==> src/hw/conv_settings.svh <==
`ifndef CONV_SETTINGS_SVH
`define CONV_SETTINGS_SVH

// 5x5 window
// the adder tree shape is fixed to this tap count
`define CONV_TAPS 25

// sample width for pixels, weights and results
`define CONV_DWIDTH 16

// fraction bits of the fixed-point format
// 8 fraction bits give a 1.0 of 256
`define CONV_FRAC 8

`endif

==> src/hw/conv_pkg.sv <==
`include "conv_settings.svh"

package conv_pkg;

  // signed fixed-point sample
  // used for pixels, weights, rounded products and fmap
  typedef logic signed [`CONV_DWIDTH-1:0] sample_t;

  // full product of two samples, 2*DWIDTH bits
  // read as a whole number, or split up for rounding
  typedef union packed {
    // signed product as the multiplier gives it
    logic signed [2*`CONV_DWIDTH-1:0] raw;

    // bit fields for reduction to one sample
    struct packed {
      // above the kept range, dropped
      logic [`CONV_DWIDTH-`CONV_FRAC:0] high;
      // kept bits, top one acts as sign
      logic [`CONV_DWIDTH-2:0]          kept;
      // below the binary point
      logic [`CONV_FRAC-1:0]            frac;
    } fields;
  } product_u;

endpackage

==> src/hw/adder_tree.sv <==
`timescale 1ns/1ns
`include "conv_settings.svh"

module adder_tree (
  input  logic              clk,
  input  logic              xrst,
  input  conv_pkg::sample_t products [`CONV_TAPS],
  output conv_pkg::sample_t fmap
);
  import conv_pkg::*;

  // taps 0..23 go through the tree, the last one bypasses it
  localparam int N_PAIR = (`CONV_TAPS - 1) / 2;
  localparam int N_QUAD = N_PAIR / 2;
  localparam int N_OCT  = N_QUAD / 2;

  sample_t pair_sum [N_PAIR];
  sample_t quad_sum [N_QUAD];
  sample_t oct_sum  [N_OCT];
  sample_t oct_q    [N_OCT];
  sample_t last_q;
  sample_t sum_lo;
  sample_t sum_hi;
  sample_t fmap_d;

  //////////////////////////////
  // first half, three levels
  //////////////////////////////

  // neighbouring taps
  for (genvar i = 0; i < N_PAIR; i++) begin : g_pair
    assign pair_sum[i] = products[2*i+1] + products[2*i];
  end

  // pairs of pairs
  for (genvar i = 0; i < N_QUAD; i++) begin : g_quad
    assign quad_sum[i] = pair_sum[2*i+1] + pair_sum[2*i];
  end

  // groups of eight taps
  for (genvar i = 0; i < N_OCT; i++) begin : g_oct
    assign oct_sum[i] = quad_sum[2*i+1] + quad_sum[2*i];
  end

  // pipeline cut
  // odd tap is held here so it lines up with the group sums
  always_ff @(posedge clk or negedge xrst) begin
    if (!xrst) begin
      for (int i = 0; i < N_OCT; i++) begin
        oct_q[i] <= '0;
      end
      last_q <= '0;
    end else begin
      for (int i = 0; i < N_OCT; i++) begin
        oct_q[i] <= oct_sum[i];
      end
      last_q <= products[`CONV_TAPS-1];
    end
  end

  //////////////////////////////
  // second half, two levels
  //////////////////////////////

  assign sum_lo = oct_q[0] + oct_q[1];
  assign sum_hi = oct_q[2] + last_q;

  // wraps at 16 bits, no saturation
  assign fmap_d = sum_lo + sum_hi;

  always_ff @(posedge clk or negedge xrst) begin
    if (!xrst) begin
      fmap <= '0;
    end else begin
      fmap <= fmap_d;
    end
  end

  // reset flushes both stages, so fmap is known after two edges
  assert property (@(posedge clk)
    xrst && $past(xrst) && $past(xrst, 2) |-> !$isunknown(fmap));

endmodule

==> config.mk <==
export PLATFORM = sky130hd
export DESIGN_NAME = adder_tree
export DESIGN_NICKNAME = d
export VERILOG_FILES = /design/src/hw/conv_pkg.sv /design/src/hw/adder_tree.sv
export VERILOG_INCLUDE_DIRS = /design/src /design/src/hw
export SDC_FILE = /design/constraint.sdc
export NUM_CORES = 1
export LEC_CHECK = 0
export BUFFER_PORTS_ARGS = -buffer_cell sky130_fd_sc_hd__buf_2
export CAP_MARGIN = 5
export CORE_MARGIN = 1
export CORE_UTILIZATION = 35
export CTS_CLUSTER_SIZE = 25
export DETAILED_ROUTE_END_ITERATION = 8
export PLACE_DENSITY_LB_ADDON = 0.08
export SYNTH_ARGS = -nofsm -noshare
export SYNTH_HDL_FRONTEND = slang
export SYNTH_SLANG_ARGS = --single-unit
==> constraint.sdc <==
create_clock -name clk -period 2.8 [get_ports clk]
set_input_delay 0.14 -clock clk [delete_from_list [all_inputs] [get_ports clk]]
set_output_delay 0.14 -clock clk [all_outputs]
set_load 0.05 [all_outputs]
==> impl_results.md <==
- CTS tree: done
- Slew Limit Fails: 0
- Number of fill cells: 3,376
- Met1 Resource Use GR: 17.98%
- Row count: 68
- Routed vias: 9,220
- Sequential cell area fraction in the yosys report: 16.13%
- Final Cycle Share: 132.4%
- Die footprint: 36,220 sq um
- Die span in x: 190.3 microns
- Worst path slowest cell: fa_1
- Status: finished with violations
- Pre-antenna DRT Iters: 4
- Clock Latency Late Sink: 0.33 ns
- WL/cell: 11.71 microns
- Layout Utilization: 49.49%
- DR DRC count: 0
- Synth Register Bits: 80
- Met3 GRT Util: 2.264%
- Min cycle time layout: 3.706 ns
- CORE AREA: 34,710 sq um
- Clk buf depth: 2
- Dpl hpwl: 24,050 microns
- Yosys cell types: 56
- Max Cap Viol: 0
- CP max stage delay: 0.54 ns
- Root Driver: clkbuf_16
- CP Capture Type: flip-flop
- Global Route Usage Sum: 14.92%
- Hold Vio Cnt, Final: 32
- GPL Wtd Cong: 0.7806
- Arrival @ worst endpoint: 3.97 ns
- Share of post-route cells with drive strength above 1: 37.96%
- Area grow syn2layout: 38.42%
- Failing checks: negative hold slack, negative setup slack
- Avg Cell Area, Syn: 10.26 sq um
- Critical Path Start Type: primary input
- Sink Count: 80
- Hold WS: -0.04037 ns
- Critical path buffers and inverters: 6
- Async set-reset flop share out of synthesis: 100.0%
- Multi-input logic area: 9123 sq um
- Synthesized netlist cell count: 1,210
- Pin count of the biggest net entering global routing: 81
- Clk slew on worst S/H paths: 0.06 ns
- Critical path class: primary input to flip-flop
- RSZ-0062 raised after global routing: yes
- Port Buffer Count: 417
- Slew HR: 32.13%
- Iter 0 DRT Violations: 141
- Syn_nets: 1,966
- FMAX: 0.2698 GHz
- CP cell instances: buf_8 > inv_8 > fa_1 > inv_2 > fa_1 > fa_1 > inv_2 > fa_1 > inv_2 > ha_4 > fa_2 > a21o_1 > a311oi_2 > o21bai_2 > buf_4 > a21oi_2 > xnor2_1
- Via density: 4.151
- Most used routing layer: met2
- Io pins: 418
- Die Y-Extent: 190.3 microns
- R2R Setup Slk: -0.48 ns
- YS warnings: 0
- Final net count: 2,517
- Post-synth EDFFs: 0
- Most frequent CP cell: fa_1
- Met2 Use GR: 28.50%
- Main synth FF type: dfrtp_1
- Worst-Margin Slew: 1.018 ns
- Initial Util: 35.75%
- Post-DRT Antenna Nets: 0
- Antenna violations before repair: 1
- Synthesized area: 12,410 sq um
- First-pass GRT wire length: 43,730 microns
- Setup Skew: 0.006550 ns
- Cell family with most CP delay: adder cells
- Worst hold path type: primary input to async pin
- Storage cell area: 2002 sq um
- Gr ovfl total: 0
- WP data required: 3.06 ns
- CTS H-Tree Depth: 3
- Final WL: 26,010 microns
- Crit path max fanout: 3
- Vias in the first global route: 9,960
- Final WS setup: -0.9060 ns
- Setup Viol. Count Final: 47
- Total CTS buffers: 9
[layout make-up]
| class | instances | area share, % |
|---|---|---|
| Antenna cell | 1 | 0.01457 |
| Clock buffer | 11 | 1.413 |
| Clock inverter | 4 | 0.3132 |
| Inverter | 513 | 11.44 |
| Multi-Input combinational cell | 615 | 53.10 |
| Sequential cell | 80 | 11.65 |
| Tap cell | 455 | 3.314 |
| Timing Repair Buffer | 542 | 18.75 |
[worst reg2reg max path, stage by stage (launching register included)]
cell	delay (ns)
dfrtp_1	0.39
fa_1	0.51
fa_2	0.59
ha_4	0.21
a211oi_4	0.25
o21bai_2	0.12
o41ai_2	0.33
buf_4	0.19
a21oi_4	0.06
or4b_1	0.47
nand3_1	0.10
[routing by layer]
metal  vias to the layer above  wire [microns]
li1                       4492               -
met1                      4501            9945
met2                       218           14730
met3                         9            1207
met4                         0             118
met5                         -               0
[synth_stat cells, types with 2 or more instances]
cell	count	share of area (%)
a211oi_1	3	0.18
o31a_1	2	0.14
clkbuf_1	2	0.061
nand2_1	13	0.39
inv_1	513	16
nand4_1	5	0.25
a21o_1	13	0.79
o21ai_1	10	0.40
a21oi_1	31	1.3
dfrtp_1	80	16
o21ai_0	8	0.32
ha_1	63	6.4
nor3b_1	3	0.18
o21bai_1	3	0.18
or4_1	2	0.12
nor3_1	4	0.16
nor2_1	14	0.42
xnor2_1	69	4.9
nand3b_1	3	0.18
xor2_1	16	1.1
o211ai_1	4	0.24
or2_2	2	0.10
nor2b_1	6	0.30
fa_1	291	47
a2111oi_0	2	0.14
o31ai_1	3	0.18
a31oi_1	4	0.20
a311oi_1	2	0.14
o22ai_1	2	0.10
o21a_1	11	0.67
[cell families (layout without fill, tap and decap cells)]
family                   after synthesis  after routing  share of synthesized area (%)
other                                  0              1                              0
adder cells (fa/ha/maj)              354            354                          53.29
AO/OA/AOI/OAI                        115            115                          6.362
buffers and inverters                515           1070                          15.58
flip-flops                            80             80                          16.13
XOR/XNOR                              85             85                          5.999
AND/OR/NAND/NOR                       61             61                          2.642
[metrics by stage]
stage               setup TNS (ns)  setup slack [ns]  cells  instance area (sq um)
global placement            -37.88            -1.331   2175                  16040
global route                -29.28            -1.073   2220                  17180
detailed placement          -38.30            -1.361   2175                  16040
finish                      -22.83           -0.9060   2221                  17180
CTS                         -22.53           -0.9311   2211                  16840
floorplan                   -21.76           -0.9272   1210                  12670
[path summary, 6_finish.rpt]
check,from,to,cells past startpoint
max,products[146],oct_q[26],17
min,xrst,oct_q[1],1
max reg2reg,oct_q[34],fmap[14],10
min reg2reg,last_q[0],fmap[0],1
max in group asynchronous,xrst,oct_q[20],1
min in group clk,products[128],oct_q[0],3
[registers in the layout, summed over array words and instances, names as in the netlist]
| signal | flops |
|---|---|
| oct_q | 48 |
| fmap | 16 |
| last_q | 16 |
[placed cells by master, fill, tap and decap left out, types with 5 or more instances in the layout]
cell type	instances
inv_1	478
buf_2	403
fa_1	283
buf_4	94
dfrtp_1	80
xnor2_1	60
ha_1	47
inv_2	29
buf_6	26
a21oi_1	21
dlygate4sd3_1	16
ha_4	14
a21o_1	13
xor2_1	12
nand2_1	11
nor2_1	11
o21a_1	10
xnor2_2	9
a21oi_2	9
clkbuf_16	9
o21ai_0	8
fa_2	8
o21ai_2	7
nand4_1	5
inv_8	5
[what timing repair did]
action                                  in CTS  in global routing
endpoints found under the setup margin      48                 48
setup buffers                                7                 14
pin swaps                                   42                 49
resized for setup                           74                 62
endpoints found under the hold margin       16                  0
gates cloned                                 0                  0
hold buffers                                16                  0
Power is not shown: default switching activity piles up to over one toggle a cycle in this logic, so the estimate is an artifact.
