==> src/hw/conv_settings.svh <==
`ifndef CONV_SETTINGS_SVH
`define CONV_SETTINGS_SVH

// 5x5 window
// the adder tree shape is fixed to this tap count
`define CONV_TAPS 25

// sample width for pixels, weights and results
`define CONV_DWIDTH 16

// fraction bits of the fixed-point format
// 8 fraction bits give a 1.0 of 256
`define CONV_FRAC 8

`endif

==> src/hw/conv_pkg.sv <==
`include "conv_settings.svh"

package conv_pkg;

  // signed fixed-point sample
  // used for pixels, weights, rounded products and fmap
  typedef logic signed [`CONV_DWIDTH-1:0] sample_t;

  // full product of two samples, 2*DWIDTH bits
  // read as a whole number, or split up for rounding
  typedef union packed {
    // signed product as the multiplier gives it
    logic signed [2*`CONV_DWIDTH-1:0] raw;

    // bit fields for reduction to one sample
    struct packed {
      // above the kept range, dropped
      logic [`CONV_DWIDTH-`CONV_FRAC:0] high;
      // kept bits, top one acts as sign
      logic [`CONV_DWIDTH-2:0]          kept;
      // below the binary point
      logic [`CONV_FRAC-1:0]            frac;
    } fields;
  } product_u;

endpackage

==> src/hw/tap_product.sv <==
`timescale 1ns/1ns
`include "conv_settings.svh"

module tap_product (
  input  logic              clk,
  input  logic              xrst,
  input  conv_pkg::sample_t pixel,
  input  conv_pkg::sample_t weight,
  output conv_pkg::sample_t rounded
);
  import conv_pkg::*;

  sample_t                 pixel_q;
  sample_t                 weight_q;
  product_u                prod_d;
  product_u                prod_q;
  logic                    kept_sign;
  logic                    exact;
  logic [`CONV_DWIDTH-2:0] kept_adj;
  sample_t                 round_d;

  //////////////////////////////
  // input registers
  //////////////////////////////

  always_ff @(posedge clk or negedge xrst) begin
    if (!xrst) begin
      pixel_q  <= '0;
      weight_q <= '0;
    end else begin
      pixel_q  <= pixel;
      weight_q <= weight;
    end
  end

  //////////////////////////////
  // full product
  //////////////////////////////

  // both operands are signed so the 32-bit result keeps its sign
  always_comb begin
    prod_d.raw = pixel_q * weight_q;
  end

  always_ff @(posedge clk or negedge xrst) begin
    if (!xrst) begin
      prod_q <= '0;
    end else begin
      prod_q <= prod_d;
    end
  end

  //////////////////////////////
  // reduction to 16 bits
  //////////////////////////////

  assign kept_sign = prod_q.fields.kept[`CONV_DWIDTH-2];
  assign exact     = (prod_q.fields.frac == '0);

  // negative with a clean fraction steps down by one lsb
  always_comb begin
    kept_adj = prod_q.fields.kept;
    if (kept_sign && exact) begin
      kept_adj = prod_q.fields.kept - 1'b1;
    end
  end

  assign round_d = {kept_sign, kept_adj};

  always_ff @(posedge clk or negedge xrst) begin
    if (!xrst) begin
      rounded <= '0;
    end else begin
      rounded <= round_d;
    end
  end

  // top two bits follow the sign unless the decrement borrowed through
  assert property (@(posedge clk) disable iff (!xrst)
    !$past(exact && prod_q.fields.kept[`CONV_DWIDTH-3:0] == '0)
      |-> rounded[`CONV_DWIDTH-1 -: 2] == {2{$past(kept_sign)}});

endmodule

==> config.mk <==
export PLATFORM = sky130hd
export DESIGN_NAME = tap_product
export DESIGN_NICKNAME = d
export VERILOG_FILES = /design/src/hw/conv_pkg.sv /design/src/hw/tap_product.sv
export VERILOG_INCLUDE_DIRS = /design/src /design/src/hw
export SDC_FILE = /design/constraint.sdc
export NUM_CORES = 1
export LEC_CHECK = 0
export BUFFER_PORTS_ARGS = -buffer_cell sky130_fd_sc_hd__buf_2
export CORE_MARGIN = 2
export CORE_UTILIZATION = 60
export DETAILED_ROUTE_END_ITERATION = 7
export MAX_ROUTING_LAYER = met4
export PLACE_DENSITY = 0.76
export SYNTH_ARGS = -nofsm -noshare
export SYNTH_HDL_FRONTEND = slang
export SYNTH_SLANG_ARGS = --single-unit
==> constraint.sdc <==
create_clock -name clk -period 6.7 [get_ports clk]
set_input_delay 1.34 -clock clk [delete_from_list [all_inputs] [get_ports clk]]
set_output_delay 1.34 -clock clk [all_outputs]
set_load 0.03 [all_outputs]
==> results of run 1 <==
## final cells by class
cell class / instances / area (µm²)
Clock buffer: 11 / 232.7
Fill cell: 1227 / 5135
Inverter: 239 / 897.1
Tap cell: 211 / 264.0
Clock inverter: 5 / 58.81
Multi-Input combinational cell: 634 / 6626
Timing Repair Buffer: 52 / 267.8
Sequential cell: 71 / 1777
## path summary, 6_finish.rpt
kind                                         end                  start
max                         prod_q[21]$_DFF_PN0_  weight_q[7]$_DFF_PN0_
min                         rounded[6]$_DFF_PN0_   prod_q[14]$_DFF_PN0_
max reg2reg                 prod_q[21]$_DFF_PN0_  weight_q[7]$_DFF_PN0_
min reg2reg                 rounded[6]$_DFF_PN0_   prod_q[14]$_DFF_PN0_
max in group asynchronous  weight_q[9]$_DFF_PN0_                   xrst
min in group asynchronous    prod_q[4]$_DFF_PN0_                   xrst
## metrics by stage
| step | util (%) | cell area (µm²) | setup slack (ns) |
|---|---|---|---|
| floorplan | - | 9407 | 1.066 |
| global placement | 64.44 | 9832 | 0.8253 |
| detailed placement | 64.44 | 9832 | 0.7096 |
| CTS | 66.35 | 10120 | 0.6910 |
| global route | 66.35 | 10120 | 0.3376 |
| finish | 66.35 | 10120 | 0.6620 |
## flip-flops by register name (all words and copies together) (netlist names)
signal    cells
pixel_q      16
prod_q       23
rounded      16
weight_q     16
## cells by family after synthesis
family / count (synthesis) / synth area share (%)
buffers and inverters: 267 / 10.67
AOI/OAI and AO/OA: 51 / 3.405
and+or+nand+nor: 283 / 15.24
adders and majority gates: 248 / 46.95
xor gates and xnor gates: 52 / 4.842
DFF: 71 / 18.89
## synthesized netlist by cell type, drive strengths merged (5+ instances only)
cell and n:
nand2b 7, inv 239, fa 175, xor2 15
nand2 124, xnor2 37, a21oi 19, dfrtp 71
nor2 23, clkbuf 27, ha 73, a21o 5
and2 104, o21ai 11
## routing by layer
layer,vias up,part of all wire [%],GRT usage [%]
met1,3179,42,34.89
met2,214,49,44.71
li1,2909,-,-
met4,0,2.1,8.248
met3,35,6.7,5.656
met5,-,0,-
## cell usage in the layout (no fill, tap or decap), drive strengths merged
cell type,instances
a211oi,3
a21o,5
a21oi,19
a31o,1
a31oi,2
and2,104
and3,1
and4,1
buf,52
bufinv,1
clkbuf,11
clkinv,2
clkinvlp,2
dfrtp,71
fa,175
ha,73
inv,239
nand2,124
nand2b,7
nand3,3
nand3b,1
nand4,1
nand4b,1
nor2,23
nor2b,3
nor3,2
nor4,3
o211ai,2
o21a,1
o21ai,11
o21bai,1
o22ai,1
o311a,1
o311ai,2
o31a,2
or2,2
or3,4
or4,3
xnor2,37
xor2,15
==> impl_metrics.py, run 1 <==
metrics = {
    "run_status": {
        "outcome": "completed",
    },
    "clock_network": {
        "cts_hold_buf": 0,
        "ctsHtreeMaxLevel": 3,
        "clk_pin_slew_ns": 0.05,
        "cts_tree": "done",
        "cts_inserted_buffers": 9,
        "post_cts_buffers": 0,
        "ctsResizeCount": 0,
        "clkSinkCount": 71,
        "cts_buffer_depth": 2,
        "clock_latency_ns": 0.34,
        "cts-root-buf": "clkbuf_16",
    },
    "placed_design": {
        "portBuffers": 49,
        "hpwl_um": 15650,
        "dp.cells": 1207,
        "gp_congestion": 0.9228,
    },
    "route": {
        "wl_per_cell_um": 15.93,
        "dr.pass1.iters": 5,
        "drtIter0Drc": 462,
        "dr_total_vias": 6337,
        "ant_nets": 0,
        "drc": 0,
        "viasPerCell": 5.182,
        "wl_um": 19480,
    },
    "setup_path": {
        "rrSetupSlack_ns": 0.66,
        "critPathLaunchType": "flip-flop",
        "crit_path_top_delay_cell": "dfrtp_1",
        "max_stage_delay_ns": 0.76,
        "worst-path-stages": 20,
        "worstPathMaxFanout": 16,
        "crit_chain": "nand2_1 -> fa_1 -> inv_1 -> fa_1 -> inv_1 -> fa_1 -> inv_1 -> fa_1 -> fa_1 -> inv_1 -> fa_1 -> inv_1 -> ha_1 -> nand2_1 -> nand2b_1 -> a21oi_1 -> o22ai_1 -> or3_4 -> o31a_1 -> o311ai_1",
        "cpMostUsedCell": "fa_1",
        "arrival_ns": 6.27,
        "cp.required_ns": 6.93,
        "end_kind": "flip-flop",
        "crit_buf_inv": 5,
        "ff2ff_path_depth": 20,
        "worstSetupPathType": "reg -> reg",
        "critPathTopFamily": "adder cells",
    },
    "logic_synthesis": {
        "syn_inst": 972,
        "synth_edf_count": 0,
        "synthFlopType": "dfrtp_1",
        "syn_area_per_cell_um2": 9.677,
        "synth_cell_types": 44,
        "syn-cell-area_um2": 9407,
        "ys_ff_latch": 71,
        "synthesis.nets": 1254,
        "ys_seq_area_share_pct": 18.89,
        "async_flop_share_pct": 100.0,
        "synthTopCellsByArea": "fa_1 37%, dfrtp_1 19%, ha_1 9.7%, inv_1 9.5%, and2_1 6.9%",
        "yosys.area.top_type_share_pct": 37.24,
        "yosysTopAreaCell": "fa_1",
        "yosys_warnings": 0,
    },
    "sta": {
        "fin_skew_ns": 0.005098,
        "tns_ns": 0,
        "hold_viol_final": 0,
        "tightestPinTransition_ns": 0.8509,
        "period_share_pct": 90.12,
        "finalSetupViolations": 0,
        "finalCriticalPeriod_ns": 6.038,
        "drv_slew": 0,
        "rsz0062_at_grt": "no",
        "fmax_mhz": 165.6,
        "maxSlewHeadroom_pct": 43.27,
        "hold_ws_ns": 0.4560,
    },
    "floorplanning": {
        "die_area_um2": 16700,
        "die_height_um": 129.2,
        "initial_utilization_pct": 61.65,
        "io_pins": 50,
        "num_rows": 45,
        "die_w_um": 129.2,
        "core_region_area_um2": 15260,
    },
    "grt": {
        "grt_max_degree": 72,
        "grt-ovfl-total": 0,
        "antenna_found_initial": 0,
        "grt_usage_pct": 27.40,
        "grt_pass1_vias": 6867,
        "grt_pass1_wl_um": 33640,
    },
    "finish": {
        "layout.nets": 1289,
        "syn_to_final_growth_pct": 7.622,
        "fin_cells": 1223,
        "diodes": 0,
        "drive_gt1_share_pct": 7.411,
    },
    "hold_path": {
        "hp-class": "reg -> reg",
        "hold_depth": 1,
    },
    "flow_run": {
        "maxCapViolations": 0,
    },
}
Power of run 1 is not shown: default switching activity piles up to over one toggle a cycle in this logic, so the estimate is an artifact.
==> run 2, diff against run 1 <==
--- a/config.mk
+++ b/config.mk
@@ -6,6 +6,7 @@
 export SDC_FILE = /design/constraint.sdc
 export NUM_CORES = 1
 export LEC_CHECK = 0
+export ABC_AREA = 1
 export BUFFER_PORTS_ARGS = -buffer_cell sky130_fd_sc_hd__buf_2
 export CORE_MARGIN = 2
 export CORE_UTILIZATION = 60
==> run 2 against run 1 <==
Highest routed layer unchanged; critical path depth down 2; die area up 7.5%; first-iteration DRC count up 57%.
==> impl_metrics.py, run 2 <==
metrics = {
    "run_status": {
        "outcome": "completed",
    },
    "logic_synthesis": {
        "synthTopCellsByArea": "fa_1 35%, dfrtp_1 18%, inv_1 14%, nand2_1 12%, ha_1 9.0%",
        "yosys_warnings": 0,
        "synth_cell_types": 34,
        "ys_seq_area_share_pct": 17.53,
        "yosys.area.top_type_share_pct": 34.56,
        "syn_inst": 1249,
        "synth_common_cells": "381 x inv_1, 325 x nand2_1, 175 x fa_1, 73 x ha_1, 71 x dfrtp_1",
        "syn-cell-area_um2": 10140,
        "synth_edf_count": 0,
        "synth_most_common_cell": "inv_1",
        "synthFlopType": "dfrtp_1",
        "ys_ff_latch": 71,
        "async_flop_share_pct": 100.0,
        "syn_area_per_cell_um2": 8.115,
        "synthesis.nets": 1531,
        "yosysTopAreaCell": "fa_1",
    },
    "grt": {
        "grt-ovfl-total": 0,
        "grt_pass1_vias": 7844,
        "grt_max_degree": 72,
        "antenna_found_initial": 0,
        "grt_pass1_wl_um": 37340,
        "grt_usage_pct": 27.55,
    },
    "clock_network": {
        "cts_buffer_depth": 2,
        "clock_latency_ns": 0.33,
        "clk_pin_slew_ns": 0.05,
        "cts_inserted_buffers": 9,
        "clkSinkCount": 71,
        "ctsHtreeMaxLevel": 3,
        "cts_tree": "done",
        "post_cts_buffers": 0,
        "ctsResizeCount": 0,
        "cts-root-buf": "clkbuf_16",
        "cts_hold_buf": 0,
    },
    "sta": {
        "finalSetupViolations": 0,
        "period_share_pct": 86.19,
        "finalCriticalPeriod_ns": 5.774,
        "maxSlewHeadroom_pct": 44.26,
        "hold_viol_final": 0,
        "tns_ns": 0,
        "fin_skew_ns": 0.005565,
        "rsz0062_at_grt": "no",
        "drv_slew": 0,
        "fmax_mhz": 173.2,
        "tightestPinTransition_ns": 0.8361,
    },
    "hold_path": {
        "hp-class": "reg -> reg",
    },
    "route": {
        "wl_um": 22320,
        "drtIter0Drc": 726,
        "drc": 0,
        "wl_met2_um": 10370,
        "dr_total_vias": 7523,
        "ant_nets": 0,
        "highest_layer": "met4",
        "dr.pass1.iters": 5,
        "wl_met1_um": 9469,
        "wl_per_cell_um": 14.98,
        "routed-wl-met3_um": 2205,
        "viasPerCell": 5.049,
    },
    "finish": {
        "largest_reg_flops": 23,
        "drive_gt1_share_pct": 6.614,
        "layout.nets": 1547,
        "regMostFlops": "prod_q",
        "diodes": 0,
        "final_common_cell": "inv_1",
        "layout_common_cells": "381 x inv_1, 325 x nand2_1, 175 x fa_1",
        "syn_to_final_growth_pct": 6.370,
    },
    "placed_design": {
        "portBuffers": 49,
        "gp_congestion": 0.9145,
        "hpwl_um": 18080,
    },
    "setup_path": {
        "arrival_ns": 6.03,
        "cp.required_ns": 6.95,
        "critPathLaunchType": "flip-flop",
        "end_kind": "flip-flop",
        "worstPathMaxFanout": 16,
        "worstSetupPathType": "reg -> reg",
    },
    "floorplanning": {
        "die_area_um2": 17950,
        "initial_utilization_pct": 61.34,
        "die_height_um": 134.0,
        "io_pins": 50,
        "die_w_um": 134.0,
        "num_rows": 47,
        "core_region_area_um2": 16520,
    },
    "flow_run": {
        "maxCapViolations": 0,
    },
}
run 2: cell count changes after synthesis, sizes merged, moves of 5 or more:
cell,change
inv,+143
and2,-104
buf,+5
nand4,+6
xor2,+8
nand2,+202
nor2,+21
nand2b,-7
xnor2,-28
clkbuf,+11
nand3,+36
run 2: per-stage QoR:
step	instance area [µm²]	hold slack [ns]	setup WS, ns	utilization (%)	instances
final	10780	0.4629	0.9256	65.25	1490
after global routing	10780	0.4670	0.6859	65.25	1490
after CTS	10780	0.4658	1.005	65.25	1490
after detailed placement	10480	0.4584	1.014	63.43	1474
after global placement	10480	0.4571	0.9958	63.43	1474
after floorplan	10140	0.3937	1.521	-	1249
run 2: cell type report:
| class | instances | area [µm²] |
|---|---|---|
| well taps | 220 | 275.3 |
| repair buffers | 49 | 247.7 |
| multi-input cells | 752 | 6748 |
| clock inverters | 5 | 57.56 |
| flip-flops and latches | 71 | 1777 |
| fillers | 1348 | 5743 |
| clock buffers | 11 | 242.7 |
| inverters | 382 | 1434 |
run 2: worst paths after layout:
path | start | endpoint | slack, ns | cells after the start
max | weight_q[1]$_DFF_PN0_ | prod_q[20]$_DFF_PN0_ | 0.93 | 18
min | prod_q[8]$_DFF_PN0_ | rounded[0]$_DFF_PN0_ | 0.46 | 1
max reg2reg | weight_q[1]$_DFF_PN0_ | prod_q[20]$_DFF_PN0_ | 0.93 | 18
min reg2reg | prod_q[8]$_DFF_PN0_ | rounded[0]$_DFF_PN0_ | 0.46 | 1
max in group asynchronous | xrst | pixel_q[10]$_DFF_PN0_ | 5.04 | 1
min in group asynchronous | xrst | prod_q[2]$_DFF_PN0_ | 1.12 | 1
run 2: kinds of logic (layout without fill, tap and decap cells):
kind of cell / after synthesis / in the layout / share of synthesized area [%]
buffers and inverters: 426 / 447 / 15.90
adder cells (fa/ha/maj): 248 / 248 / 43.57
AND/OR/NAND/NOR: 427 / 427 / 17.69
flip-flops: 71 / 71 / 17.53
AO/OA/AOI/OAI: 45 / 45 / 2.543
XOR/XNOR: 32 / 32 / 2.765
run 2: worst max-delay path, stage by stage (launching register included):
cell and delay, ns:
dfrtp_1 0.62, nand2_1 0.24, inv_1 0.11, fa_1 0.64, inv_1 0.14, fa_1 0.51, inv_1 0.06, fa_1 0.48
fa_1 0.52, fa_1 0.50, inv_1 0.06, fa_1 0.47, inv_1 0.04, ha_1 0.34, nand2_1 0.12, nor4_1 0.37
nand4_1 0.19, nand3_1 0.14, xor2_1 0.14
run 2: metal layers:
metal,GRT usage (%),up-vias
met5,-,-
met3,6.992,27
li1,-,3564
met1,35.69,3609
met2,44.39,323
met4,5.910,0
Power of run 2 is left out for the same reason.
==> run 3, diff against run 2 <==
--- a/config.mk
+++ b/config.mk
@@ -8,6 +8,7 @@
 export LEC_CHECK = 0
 export ABC_AREA = 1
 export BUFFER_PORTS_ARGS = -buffer_cell sky130_fd_sc_hd__buf_2
+export CORE_ASPECT_RATIO = 1.25
 export CORE_MARGIN = 2
 export CORE_UTILIZATION = 60
 export DETAILED_ROUTE_END_ITERATION = 7
==> run 3 against run 2 <==
Sequential share of layout area decreased by 0.074 points; worst setup slack improved by 0.024 ns; die area about the same; critical path depth unchanged; wire length increased by 4.3%; core utilization decreased by 0.44 points; cell area increased by 0.45%; clock skew increased by 0.0033 ns; via count increased by 2.5%; clock-buffer cell count decreased by 1; register-to-register slack improved by 0.02 ns; sequential cell count unchanged.
==> impl_metrics.py, run 3 (synthesis results as in run 2) <==
metrics = {
    "run_status": {
        "outcome": "completed",
    },
    "clock_network": {
        "ctsHtreeMaxLevel": 3,
        "clkSinkCount": 71,
        "clock_latency_ns": 0.34,
        "cts_inserted_buffers": 9,
        "post_cts_buffers": 0,
        "clk_pin_slew_ns": 0.06,
        "ctsResizeCount": 0,
        "cts_buffer_depth": 2,
        "cts-root-buf": "clkbuf_16",
        "cts_tree": "done",
        "cts_hold_buf": 0,
    },
    "grt": {
        "grt_usage_pct": 29.37,
        "grt_pass1_wl_um": 39120,
        "grt_max_degree": 72,
        "grt_pass1_vias": 8360,
        "antenna_found_initial": 0,
        "grt-ovfl-total": 0,
    },
    "sta": {
        "maxSlewHeadroom_pct": 41.85,
        "rsz0062_at_grt": "no",
        "tns_ns": 0,
        "drv_slew": 0,
        "finalCriticalPeriod_ns": 5.750,
        "tightestPinTransition_ns": 0.8723,
        "hold_viol_final": 0,
        "fin_skew_ns": 0.008893,
        "period_share_pct": 85.82,
        "fmax_mhz": 173.9,
        "finalSetupViolations": 0,
    },
    "placed_design": {
        "gp_congestion": 1.008,
        "hpwl_um": 19040,
        "portBuffers": 49,
        "dpl_cell_area_um2": 10500,
    },
    "route": {
        "highest_layer": "met4",
        "routed-wl-met3_um": 1442,
        "ant_nets": 0,
        "drtIter0Drc": 589,
        "drc": 0,
        "dr.pass1.iters": 5,
        "viasPerCell": 5.177,
        "dr_total_vias": 7714,
        "wl_um": 23290,
        "wl_met2_um": 12340,
        "wl_per_cell_um": 15.63,
        "wl_met1_um": 8330,
    },
    "setup_path": {
        "end_kind": "flip-flop",
        "worstPathMaxFanout": 16,
        "cp.required_ns": 6.96,
        "critPathLaunchType": "flip-flop",
        "rrSetupSlack_ns": 0.95,
        "worstSetupPathType": "reg -> reg",
        "arrival_ns": 6.01,
        "ff2ff_path_depth": 18,
    },
    "floorplanning": {
        "num_rows": 53,
        "io_pins": 50,
        "die_w_um": 120.3,
        "die_height_um": 149.3,
        "core_region_area_um2": 16710,
        "die_area_um2": 17960,
        "initial_utilization_pct": 60.65,
    },
    "hold_path": {
        "hp-class": "reg -> reg",
        "hold_depth": 1,
    },
    "finish": {
        "drive_gt1_share_pct": 6.693,
        "layout.nets": 1549,
        "regMostFlops": "prod_q",
        "largest_reg_flops": 23,
        "nFillCells": 1417,
        "final_area_um2": 10830,
        "diodes": 0,
        "layout_common_cells": "381 x inv_1, 325 x nand2_1, 175 x fa_1",
        "syn_to_final_growth_pct": 6.851,
        "final_common_cell": "inv_1",
        "fin_util_pct": 64.81,
    },
    "flow_run": {
        "maxCapViolations": 0,
    },
}
==> run 3: critical path, cell delays in order, from the launching register on <==
cell,delay [ns]
dfrtp_1,0.58
nand2_1,0.27
inv_1,0.12
fa_1,0.63
inv_1,0.15
fa_1,0.51
inv_1,0.05
fa_1,0.49
fa_1,0.51
fa_1,0.49
inv_1,0.05
fa_1,0.47
inv_1,0.05
ha_1,0.36
nand2_1,0.14
nor4_1,0.38
nand4_1,0.16
nand3_1,0.12
xor2_1,0.14
==> run 3: routing by layer <==
metal	global-route usage, %	vias to the layer above
met5	-	-
met4	12.97	0
met3	4.052	101
met2	53.47	317
met1	31.86	3725
li1	-	3571
==> run 3: path summary, 6_finish.rpt <==
| path | endpoint | startpoint |
|---|---|---|
| max in group asynchronous | pixel_q[12]$_DFF_PN0_ | xrst |
| max reg2reg | prod_q[20]$_DFF_PN0_ | weight_q[1]$_DFF_PN0_ |
| min in group asynchronous | prod_q[1]$_DFF_PN0_ | xrst |
| min | rounded[13]$_DFF_PN0_ | prod_q[21]$_DFF_PN0_ |
| min reg2reg | rounded[13]$_DFF_PN0_ | prod_q[21]$_DFF_PN0_ |
| max | prod_q[20]$_DFF_PN0_ | weight_q[1]$_DFF_PN0_ |
==> run 3: final cells by class <==
| cell class | count | area [µm²] | share of cell area, % |
|---|---|---|---|
| inverters | 382 | 1434 | 13.24 |
| multi-input cells | 752 | 6748 | 62.30 |
| well taps | 220 | 275.3 | 2.542 |
| repair buffers | 51 | 262.8 | 2.426 |
| clock buffers | 10 | 239.0 | 2.207 |
| flip-flops and latches | 71 | 1777 | 16.40 |
| clock inverters | 4 | 95.09 | 0.8780 |
==> run 3: metrics by stage <==
step	setup WS [ns]	cells	hold slack [ns]
4_1_cts	0.9499	1490	0.4708
2_1_floorplan	1.521	1249	0.3937
3_3_place_gp	1.001	1476	0.4481
3_5_place_dp	0.9726	1476	0.4598
5_1_grt	0.7111	1490	0.4863
6_report	0.9498	1490	0.4724
Power of run 3 is left out for the same reason.
